==> config.mk <==
export PLATFORM = sky130hd
export DESIGN_NAME = audio_controller
export DESIGN_NICKNAME = d
export VERILOG_FILES = /design/src/audio_pkg.sv /design/src/audio_channel.sv /design/src/audio_controller.sv /design/src/audio_dma_scheduler.sv /design/src/audio_mixer.sv /design/src/audio_regs.sv
export VERILOG_INCLUDE_DIRS = /design/src
export SDC_FILE = /design/constraint.sdc
export NUM_CORES = 2
export LEC_CHECK = 0
export BUFFER_PORTS_ARGS = -buffer_cell sky130_fd_sc_hd__buf_4
export CAP_MARGIN = 20
export CORE_ASPECT_RATIO = 1.75
export CORE_UTILIZATION = 45
export CTS_CLUSTER_SIZE = 14
export DETAILED_ROUTE_END_ITERATION = 12
export PLACE_DENSITY = 0.61
export SKIP_CTS_REPAIR_TIMING = 1
export SLEW_MARGIN = 20
export SYNTH_ARGS = -nofsm -noshare
export SYNTH_HDL_FRONTEND = slang
export SYNTH_SLANG_ARGS = --single-unit
==> constraint.sdc <==
create_clock -name i_clock -period 20.5 [get_ports i_clock]
set_input_delay 3.075 -clock i_clock [delete_from_list [all_inputs] [get_ports i_clock]]
set_output_delay 3.075 -clock i_clock [all_outputs]
set_load 0.02 [all_outputs]
==> src/audio_settings.svh <==
// --------------------------------------------------
// Build-time sizes of the audio playback controller.
// Included by the package and by every RTL file
// that needs a width or a count.
// --------------------------------------------------
`ifndef AUDIO_SETTINGS_SVH
`define AUDIO_SETTINGS_SVH

`define AUDIO_NUM_CHANNELS 4
`define AUDIO_CHANNEL_BITS 2

`define AUDIO_ADDR_WIDTH 32
`define AUDIO_DATA_WIDTH 32
`define AUDIO_COUNT_WIDTH 24
`define AUDIO_SAMPLE_WIDTH 16
`define AUDIO_REG_ADDR_WIDTH 4

// Bit 31 of a count write selects append
`define AUDIO_APPEND_BIT 31
`define AUDIO_WORD_BYTES 4
`define AUDIO_BUFFER_DEPTH 2
`define AUDIO_RATE_RESET 17

`endif

==> src/audio_pkg.sv <==
// --------------------------------------------------
// Shared types of the audio playback controller.
// Referenced by scoped names from the RTL modules.
// --------------------------------------------------
`default_nettype none

`include "audio_settings.svh"

package audio_pkg;

	typedef enum logic [0:0] {
		SETUP_REPLACE = 1'b0,
		SETUP_APPEND = 1'b1
	} setup_mode_e;

	// Channel c sits at REG_CH_ADDRESS + 2c and REG_CH_COUNT + 2c
	typedef enum logic [`AUDIO_REG_ADDR_WIDTH-1:0] {
		REG_RATE = 4'd0,
		REG_BUSY = 4'd1,
		REG_CH_ADDRESS = 4'd2,
		REG_CH_COUNT = 4'd3
	} reg_addr_e;

	typedef enum logic [0:0] {
		SCHED_SCAN = 1'b0,
		SCHED_WAIT = 1'b1
	} sched_state_e;

	typedef struct packed {
		logic valid;
		setup_mode_e mode;
		logic [`AUDIO_COUNT_WIDTH-1:0] count;
		logic [`AUDIO_ADDR_WIDTH-1:0] address;
	} dma_setup_t;

	typedef struct packed {
		logic request;
		logic [`AUDIO_ADDR_WIDTH-1:0] address;
	} dma_req_t;

	// Left in the low half as in a fetched word
	typedef struct packed {
		logic signed [`AUDIO_SAMPLE_WIDTH-1:0] right;
		logic signed [`AUDIO_SAMPLE_WIDTH-1:0] left;
	} stereo_sample_t;

endpackage

`default_nettype wire

==> src/audio_channel.sv <==
// --------------------------------------------------
// One playback channel. Fetches stereo words over
// the shared DMA port into a small buffer and plays
// one word per sample strobe. An append descriptor
// waits until the current block is fetched.
// --------------------------------------------------
`timescale 1ns/100ps
`default_nettype none

`include "audio_settings.svh"

module audio_channel (
	input wire i_clock,
	input wire i_rst,

	input wire audio_pkg::dma_setup_t i_setup,

	output audio_pkg::dma_req_t o_dma,
	input wire i_grant_ready,
	input wire [`AUDIO_DATA_WIDTH-1:0] i_dma_rdata,

	input wire i_sample_strobe,
	output audio_pkg::stereo_sample_t o_sample,
	output logic o_busy
);

	localparam int PTR_BITS = $clog2(`AUDIO_BUFFER_DEPTH);
	localparam int FILL_BITS = $clog2(`AUDIO_BUFFER_DEPTH + 1);
	localparam logic [FILL_BITS-1:0] FILL_FULL = FILL_BITS'(`AUDIO_BUFFER_DEPTH);

	logic [`AUDIO_ADDR_WIDTH-1:0] cur_address;
	logic [`AUDIO_COUNT_WIDTH-1:0] cur_count;
	logic [`AUDIO_ADDR_WIDTH-1:0] next_address;
	logic [`AUDIO_COUNT_WIDTH-1:0] next_count;

	logic pend_valid;
	logic [`AUDIO_ADDR_WIDTH-1:0] pend_address;
	logic [`AUDIO_COUNT_WIDTH-1:0] pend_count;

	audio_pkg::stereo_sample_t buffer [`AUDIO_BUFFER_DEPTH];
	logic [PTR_BITS-1:0] wr_ptr;
	logic [PTR_BITS-1:0] rd_ptr;
	logic [FILL_BITS-1:0] fill;

	logic setup_replace;
	logic setup_append;
	logic fetch;
	logic pop;

	always_comb begin
		setup_replace = i_setup.valid && (i_setup.mode == audio_pkg::SETUP_REPLACE);
		setup_append = i_setup.valid && (i_setup.mode == audio_pkg::SETUP_APPEND);
		// A word landing during a replace belongs to the old block
		fetch = i_grant_ready && !setup_replace;
		pop = i_sample_strobe && (fill != '0);
		next_address = fetch ? cur_address + `AUDIO_ADDR_WIDTH'(`AUDIO_WORD_BYTES) : cur_address;
		next_count = fetch ? cur_count - 1'b1 : cur_count;
	end

	assign o_dma.request = (fill < FILL_FULL) && (cur_count != '0);
	assign o_dma.address = cur_address;
	assign o_busy = (cur_count != '0) || pend_valid || (fill != '0);

	// Descriptor and pending append
	always_ff @(posedge i_clock) begin
		if (i_rst) begin
			cur_count <= '0;
			pend_valid <= 1'b0;
		end else if (setup_replace) begin
			cur_address <= i_setup.address;
			cur_count <= i_setup.count;
			pend_valid <= 1'b0;
		end else begin
			if (next_count == '0 && pend_valid) begin
				cur_address <= pend_address;
				cur_count <= pend_count;
				pend_valid <= 1'b0;
			end else begin
				cur_address <= next_address;
				cur_count <= next_count;
			end

			if (setup_append) begin
				if (next_count == '0 && !pend_valid) begin
					cur_address <= i_setup.address;
					cur_count <= i_setup.count;
				end else begin
					pend_address <= i_setup.address;
					pend_count <= i_setup.count;
					pend_valid <= 1'b1;
				end
			end
		end
	end

	always_ff @(posedge i_clock) begin
		if (fetch) begin
			buffer[wr_ptr] <= audio_pkg::stereo_sample_t'(i_dma_rdata);
		end
	end

	always_ff @(posedge i_clock) begin
		if (i_rst || setup_replace) begin
			wr_ptr <= '0;
			rd_ptr <= '0;
			fill <= '0;
		end else begin
			if (fetch) begin
				wr_ptr <= wr_ptr + 1'b1;
			end
			if (pop) begin
				rd_ptr <= rd_ptr + 1'b1;
			end
			case ({fetch, pop})
				2'b10: fill <= fill + 1'b1;
				2'b01: fill <= fill - 1'b1;
				default: fill <= fill;
			endcase
		end
	end

	// Underrun plays silence
	always_ff @(posedge i_clock) begin
		if (i_rst) begin
			o_sample <= '0;
		end else if (i_sample_strobe) begin
			o_sample <= (fill != '0) ? buffer[rd_ptr] : '0;
		end
	end

endmodule

`default_nettype wire

==> src/audio_controller.sv <==
// --------------------------------------------------
// Top level of the DMA audio playback controller.
// CPU port programs the channels, the channels share
// one DMA master port and the mixer drives the
// stereo output. Sample strobe is a one-cycle pulse.
// --------------------------------------------------
`timescale 1ns/100ps
`default_nettype none

`include "audio_settings.svh"

module audio_controller (
	input wire i_clock,
	input wire i_rst,

	input wire i_request,
	input wire i_rw,
	input wire [`AUDIO_REG_ADDR_WIDTH-1:0] i_address,
	input wire [`AUDIO_DATA_WIDTH-1:0] i_wdata,
	output logic [`AUDIO_DATA_WIDTH-1:0] o_rdata,
	output logic o_ready,

	output logic o_dma_request,
	output logic [`AUDIO_ADDR_WIDTH-1:0] o_dma_address,
	input wire i_dma_ready,
	input wire [`AUDIO_DATA_WIDTH-1:0] i_dma_rdata,

	input wire i_output_sample_strobe,
	output logic [`AUDIO_DATA_WIDTH-1:0] o_output_sample_rate,
	output logic [`AUDIO_SAMPLE_WIDTH-1:0] o_output_sample_left,
	output logic [`AUDIO_SAMPLE_WIDTH-1:0] o_output_sample_right
);

	logic [`AUDIO_NUM_CHANNELS-1:0] busy;
	logic [`AUDIO_NUM_CHANNELS-1:0] grant_ready;
	audio_pkg::dma_setup_t [`AUDIO_NUM_CHANNELS-1:0] setup;
	audio_pkg::dma_req_t [`AUDIO_NUM_CHANNELS-1:0] dma_req;
	audio_pkg::stereo_sample_t [`AUDIO_NUM_CHANNELS-1:0] samples;

	audio_regs u_regs (
		.i_clock(i_clock),
		.i_rst(i_rst),
		.i_request(i_request),
		.i_rw(i_rw),
		.i_address(i_address),
		.i_wdata(i_wdata),
		.o_rdata(o_rdata),
		.o_ready(o_ready),
		.i_busy(busy),
		.o_setup(setup),
		.o_sample_rate(o_output_sample_rate)
	);

	for (genvar ch = 0; ch < `AUDIO_NUM_CHANNELS; ch++) begin : g_channel
		audio_channel u_channel (
			.i_clock(i_clock),
			.i_rst(i_rst),
			.i_setup(setup[ch]),
			.o_dma(dma_req[ch]),
			.i_grant_ready(grant_ready[ch]),
			.i_dma_rdata(i_dma_rdata),
			.i_sample_strobe(i_output_sample_strobe),
			.o_sample(samples[ch]),
			.o_busy(busy[ch])
		);
	end

	audio_dma_scheduler u_scheduler (
		.i_clock(i_clock),
		.i_rst(i_rst),
		.i_req(dma_req),
		.o_grant_ready(grant_ready),
		.o_dma_request(o_dma_request),
		.o_dma_address(o_dma_address),
		.i_dma_ready(i_dma_ready)
	);

	audio_mixer u_mixer (
		.i_clock(i_clock),
		.i_rst(i_rst),
		.i_samples(samples),
		.o_left(o_output_sample_left),
		.o_right(o_output_sample_right)
	);

endmodule

`default_nettype wire

==> src/audio_dma_scheduler.sv <==
// --------------------------------------------------
// Round-robin arbiter for the shared DMA master port.
// Serves one channel request at a time, holds the
// request until the slave answers with ready and
// routes that ready back to the served channel.
// --------------------------------------------------
`timescale 1ns/100ps
`default_nettype none

`include "audio_settings.svh"

module audio_dma_scheduler (
	input wire i_clock,
	input wire i_rst,

	input wire audio_pkg::dma_req_t [`AUDIO_NUM_CHANNELS-1:0] i_req,
	output logic [`AUDIO_NUM_CHANNELS-1:0] o_grant_ready,

	output logic o_dma_request,
	output logic [`AUDIO_ADDR_WIDTH-1:0] o_dma_address,
	input wire i_dma_ready
);

	localparam logic [`AUDIO_CHANNEL_BITS-1:0] PTR_LAST =
		`AUDIO_CHANNEL_BITS'(`AUDIO_NUM_CHANNELS - 1);

	audio_pkg::sched_state_e state;
	logic [`AUDIO_CHANNEL_BITS-1:0] ptr;
	logic [`AUDIO_CHANNEL_BITS-1:0] ptr_next;

	always_comb begin
		ptr_next = (ptr == PTR_LAST) ? '0 : ptr + 1'b1;
	end

	assign o_dma_request = (state == audio_pkg::SCHED_WAIT);

	always_comb begin
		o_grant_ready = '0;
		if (state == audio_pkg::SCHED_WAIT) begin
			o_grant_ready[ptr] = i_dma_ready;
		end
	end

	always_ff @(posedge i_clock) begin
		if (i_rst) begin
			state <= audio_pkg::SCHED_SCAN;
			ptr <= '0;
		end else begin
			case (state)
				audio_pkg::SCHED_SCAN: begin
					if (i_req[ptr].request) begin
						o_dma_address <= i_req[ptr].address;
						state <= audio_pkg::SCHED_WAIT;
					end else begin
						ptr <= ptr_next;
					end
				end
				audio_pkg::SCHED_WAIT: begin
					// Request and address hold while the slave stalls
					if (i_dma_ready) begin
						ptr <= ptr_next;
						state <= audio_pkg::SCHED_SCAN;
					end
				end
				default: state <= audio_pkg::SCHED_SCAN;
			endcase
		end
	end

endmodule

`default_nettype wire

==> src/audio_mixer.sv <==
// --------------------------------------------------
// Sums the samples of all channels per side.
// Signed, wraps on overflow, one cycle of latency.
// --------------------------------------------------
`timescale 1ns/100ps
`default_nettype none

`include "audio_settings.svh"

module audio_mixer (
	input wire i_clock,
	input wire i_rst,
	input wire audio_pkg::stereo_sample_t [`AUDIO_NUM_CHANNELS-1:0] i_samples,
	output logic signed [`AUDIO_SAMPLE_WIDTH-1:0] o_left,
	output logic signed [`AUDIO_SAMPLE_WIDTH-1:0] o_right
);

	logic signed [`AUDIO_SAMPLE_WIDTH-1:0] sum_left;
	logic signed [`AUDIO_SAMPLE_WIDTH-1:0] sum_right;

	always_comb begin
		sum_left = '0;
		sum_right = '0;
		for (int ch = 0; ch < `AUDIO_NUM_CHANNELS; ch++) begin
			sum_left = sum_left + i_samples[ch].left;
			sum_right = sum_right + i_samples[ch].right;
		end
	end

	always_ff @(posedge i_clock) begin
		if (i_rst) begin
			o_left <= '0;
			o_right <= '0;
		end else begin
			o_left <= sum_left;
			o_right <= sum_right;
		end
	end

endmodule

`default_nettype wire

==> src/audio_regs.sv <==
// --------------------------------------------------
// CPU register block of the audio controller.
// Holds the rate divider, returns the busy mask and
// stages per-channel addresses. A count write sends
// a one-cycle setup strobe to its channel.
// --------------------------------------------------
`timescale 1ns/100ps
`default_nettype none

`include "audio_settings.svh"

module audio_regs (
	input wire i_clock,
	input wire i_rst,

	input wire i_request,
	input wire i_rw,
	input wire [`AUDIO_REG_ADDR_WIDTH-1:0] i_address,
	input wire [`AUDIO_DATA_WIDTH-1:0] i_wdata,
	output logic [`AUDIO_DATA_WIDTH-1:0] o_rdata,
	output logic o_ready,

	input wire [`AUDIO_NUM_CHANNELS-1:0] i_busy,
	output audio_pkg::dma_setup_t [`AUDIO_NUM_CHANNELS-1:0] o_setup,
	output logic [`AUDIO_DATA_WIDTH-1:0] o_sample_rate
);

	localparam logic [`AUDIO_REG_ADDR_WIDTH-1:0] CH_REG_SPAN =
		`AUDIO_REG_ADDR_WIDTH'(2 * `AUDIO_NUM_CHANNELS);
	localparam logic [`AUDIO_REG_ADDR_WIDTH-1:0] COUNT_ADDR = audio_pkg::REG_CH_COUNT;

	logic [`AUDIO_ADDR_WIDTH-1:0] staged_address [`AUDIO_NUM_CHANNELS];

	logic [`AUDIO_REG_ADDR_WIDTH-1:0] ch_offset;
	logic [`AUDIO_CHANNEL_BITS-1:0] ch_index;
	logic ch_hit;
	logic ch_is_count;

	// Channel register decode
	always_comb begin
		ch_offset = i_address - audio_pkg::REG_CH_ADDRESS;
		ch_hit = (i_address >= audio_pkg::REG_CH_ADDRESS) && (ch_offset < CH_REG_SPAN);
		ch_index = ch_offset[`AUDIO_CHANNEL_BITS:1];
		ch_is_count = (i_address[0] == COUNT_ADDR[0]);
	end

	always_ff @(posedge i_clock) begin
		if (i_rst) begin
			o_ready <= 1'b0;
			o_sample_rate <= `AUDIO_DATA_WIDTH'(`AUDIO_RATE_RESET);
			for (int ch = 0; ch < `AUDIO_NUM_CHANNELS; ch++) begin
				o_setup[ch].valid <= 1'b0;
			end
		end else begin
			for (int ch = 0; ch < `AUDIO_NUM_CHANNELS; ch++) begin
				o_setup[ch].valid <= 1'b0;
			end

			if (i_request && !o_ready) begin
				o_ready <= 1'b1;
				o_rdata <= '0;
				if (i_rw) begin
					if (i_address == audio_pkg::REG_RATE) begin
						o_sample_rate <= i_wdata;
					end else if (ch_hit && !ch_is_count) begin
						staged_address[ch_index] <= i_wdata;
					end else if (ch_hit) begin
						o_setup[ch_index] <= '{
							valid: 1'b1,
							mode: audio_pkg::setup_mode_e'(i_wdata[`AUDIO_APPEND_BIT]),
							count: i_wdata[`AUDIO_COUNT_WIDTH-1:0],
							address: staged_address[ch_index]
						};
					end
				end else begin
					case (i_address)
						audio_pkg::REG_RATE: o_rdata <= o_sample_rate;
						audio_pkg::REG_BUSY:
							o_rdata <= {{(`AUDIO_DATA_WIDTH - `AUDIO_NUM_CHANNELS){1'b0}}, i_busy};
						default: o_rdata <= '0;
					endcase
				end
			end else if (!i_request) begin
				o_ready <= 1'b0;
			end
		end
	end

endmodule

`default_nettype wire

==> results_dict.tcl <==
set metrics [dict create \
    status "completed" \
    grt_pass1_vias 34106 \
    p_total_uw 6366 \
    maxCapViolations 0 \
    cp-start-kind "input pin" \
    finalCritPeriodShare_pct 31.39 \
    path_class "input pin to flip-flop" \
    p_comb_share_pct 15.6 \
    min_period_ns 6.435 \
    synth_xor_area_share_pct 3.984 \
    syn_area_mm2 0.05606 \
    hold_path_depth 0 \
    drt_iter0_drc 2268 \
    whs_ns 0.4229 \
    ys_top_cells_by_count "edfxtp_1, nor2_1, dfxtp_1, nand2_1, a21oi_1" \
    syn_inst 4132 \
    placeableCoreArea_mm2 0.1239 \
    yosys-top-cells-area "edfxtp_1, dfxtp_1, mux2_2, nor2_1, mux4_2" \
    intPower_uw 4663 \
    grt.total_usage_pct 23.23 \
    io_pins 204 \
    synth_seq_cells 1348 \
    synth.net_count 4316 \
    synth_top_area_cell "edfxtp_1" \
    cts_buffer_depth 3 \
    final_net_count 4503 \
    cp.required_ns 20.95 \
    final-setup-viol-count 0 \
    drcViolationCount 0 \
    htreeDepth 3 \
    syn_avg_cell_area_um2 13.57 \
    yosysWarnings 0 \
    firstDrtPassIters 5 \
    synthAdderAreaFrac_pct 3.259 \
    gp_congestion 0.9242 \
    synth_compound_area_share_pct 5.723 \
    synthMuxAreaShare_pct 6.981 \
    synth-async-reset-ratio_pct 0 \
    min-delay-start "u_regs.o_setup[61]" \
    worst_hold_path.endpoint "g_channel[1].u_channel.pend_address[3]" \
    post-route-util_pct 50.95 \
    r2r-end "g_channel[3].u_channel.cur_address[29]" \
    area_delta_synth_final_pct 12.59 \
    vias_per_cell 5.474 \
    synth_top_family_by_area "simple AND/OR/NAND/NOR gates" \
    ys_types 83 \
    die_area_mm2 0.1260 \
    tightest_slew_ns 1.112 \
    die_w_um 268.8 \
    yosysMostFrequentCell "edfxtp_1" \
    timing.rr.start "u_scheduler.ptr[0]" \
    r2r_cells 11 \
    rows 171 \
    routedWlPerCell_um 23.88 \
    root_buffer "clkbuf_16" \
    clkPwrFrac_pct 34.4 \
    critical_path.max_fanout 53 \
    place_area_mm2 0.05936 \
    r2r_slack_ns 15.35 \
    hp-class "flip-flop to flip-flop" \
    numCtsBuffers 117 \
    start_util_pct 45.25 \
    grt-ovfl-total 0 \
    clkSinkCount 1348 \
    num_vias 33202 \
    drive_gt1_share_pct 16.09 \
    synth-edff-count 1028 \
    power.density_mw_per_mm2 100.8 \
    finish.instance_area_mm2 0.06312 \
    p_leak_uw 0.02156 \
    antenna_found_initial 6 \
    wl_um 144800 \
    tritoncts "yes" \
    io_buffers 203 \
    switchingPower_uw 1703 \
    drtAntennaViolNets 0 \
    die_y_um 468.9 \
    ys_seq_area_share_pct 66.49 \
    hold_viol 0 \
    post-dp-hpwl_um 93590 \
    tns_ns 0 \
    swShare_pct 26.75 \
    vdd_drop_max_uv 84.53 \
    synth-simple-area-share_pct 11.79 \
    clkLatencyLatePin_ns 0.76 \
    ys.flop_type "edfxtp_1" \
    slew-limit-headroom_pct 25.89 \
    arrival_ns 6.89 \
    drv_slew 0 \
    max_freq_mhz 155.4 \
    grt_start_max_net_pins 121 \
    end_kind "flip-flop" \
    clkSlewWorstSetupHoldPaths_ns 0.07 \
    synth_top_area_share_pct 55.07 \
    rsz0062_at_grt "no" \
    grt_pass1_wl_um 216100 \
    pwr-share-seq_pct 50.0 \
    clock-skew-final_ns 0.03441 \
]
## metal layers
layer	global-route usage (%)	up-vias	routed length, µm
li1	-	15449	-
met1	27.64	16654	56510
met2	41.79	846	76250
met3	2.838	249	6258
met4	10.18	4	5782
met5	0	-	23
## kinds of logic after synthesis
group / Yosys count
AND/OR/NAND/NOR: 1357
flip-flops: 1348
AO/OA/AOI/OAI: 536
multiplexers: 292
XOR/XNOR: 255
buffers and inverters: 234
adder cells (fa/ha/maj): 110
## cell type report
type                       count  area (µm²)
sequential                  1348       37280
clock inverter                36       319.1
tap                         1643        2056
clock buffer                 184        3435
multi-input combinational   2550       17900
timing repair buffer         261        1967
fill                       10631       60760
inverter                      41       158.9
antenna                        2       5.005
## power by group through the flow
stage | Combinational (µW) | Sequential [µW] | Clock (µW)
2_1_floorplan | 597 | 3270 | 0
3_3_place_gp | 993 | 3240 | 0
3_5_place_dp | 1000 | 3240 | 0
4_1_cts | 1010 | 3180 | 2240
5_1_grt | 1080 | 3200 | 2320
6_report | 996 | 3180 | 2190
## worst max-delay path, stage by stage
cell and delay, ns:
buf_4 0.15, and3_1 0.28, and2_1 0.58, a41oi_1 0.23, a2111oi_0 0.40, nand4_1 0.27, nor3_4 0.76, buf_4 0.69
mux2i_1 0.26, o21ai_0 0.10
## how the worst max path moves through the flow
stage | startpoint | to | slack, ns | cells after the start
after floorplan | i_dma_ready | g_channel[1].u_channel.pend_address[0] | 11.72 | 8
after detailed placement | i_dma_ready | g_channel[1].u_channel.cur_address[3] | 13.27 | 10
after CTS | i_dma_ready | g_channel[1].u_channel.cur_address[3] | 14.11 | 10
final | i_dma_ready | g_channel[1].u_channel.cur_address[30] | 14.07 | 10
after global placement | i_dma_ready | g_channel[1].u_channel.cur_address[3] | 13.45 | 10
after global routing | i_dma_ready | g_channel[1].u_channel.cur_address[30] | 13.73 | 10
## sequential cells by signal, indices dropped and copies added (netlist names), named ones only
| signal | count |
|---|---|
| g_channel.u_channel.wr_ptr | 4 |
| u_regs.staged_address | 128 |
| u_regs.o_sample_rate | 32 |
| u_regs.o_ready | 1 |
| g_channel.u_channel.pend_count | 96 |
| g_channel.u_channel.cur_address | 128 |
| g_channel.u_channel.cur_count | 96 |
| u_mixer.o_right | 16 |
| u_regs.o_rdata | 32 |
| u_regs.o_setup | 232 |
| g_channel.u_channel.pend_valid | 4 |
| u_scheduler.o_dma_address | 32 |
| u_scheduler.o_dma_request | 1 |
| g_channel.u_channel.rd_ptr | 4 |
| g_channel.u_channel.fill | 8 |
| u_mixer.o_left | 16 |
| u_scheduler.ptr | 2 |
| g_channel.u_channel.buffer | 256 |
| g_channel.u_channel.pend_address | 128 |
| g_channel.u_channel.o_sample | 128 |
## per-stage QoR
step | std cells | setup WS, ns
3_5_place_dp | 5843 | 13.27
3_3_place_gp | 5843 | 13.45
2_1_floorplan | 4132 | 11.72
6_report | 6065 | 14.07
4_1_cts | 6063 | 14.11
5_1_grt | 6064 | 13.73
## placed cells by master (no fill, tap or decap), types with 50 or more instances in the layout
| cell | netlist | layout |
|---|---|---|
| edfxtp_1 | 1028 | 1028 |
| nor2_1 | 395 | 389 |
| nand2_1 | 316 | 316 |
| dfxtp_1 | 320 | 314 |
| buf_4 | 16 | 260 |
| a21oi_1 | 221 | 221 |
| nor2b_1 | 169 | 169 |
| nor3_1 | 162 | 159 |
| xnor2_1 | 145 | 145 |
| mux2_2 | 132 | 132 |
| clkbuf_16 | 0 | 121 |
| xor2_1 | 110 | 110 |
| o21ai_0 | 107 | 107 |
| mux2i_1 | 94 | 94 |
| a211oi_1 | 88 | 88 |
| nand3_1 | 71 | 71 |
| mux4_2 | 65 | 65 |
| fa_1 | 60 | 60 |
| ha_1 | 50 | 50 |
Power figures use the tool's default switching activity.
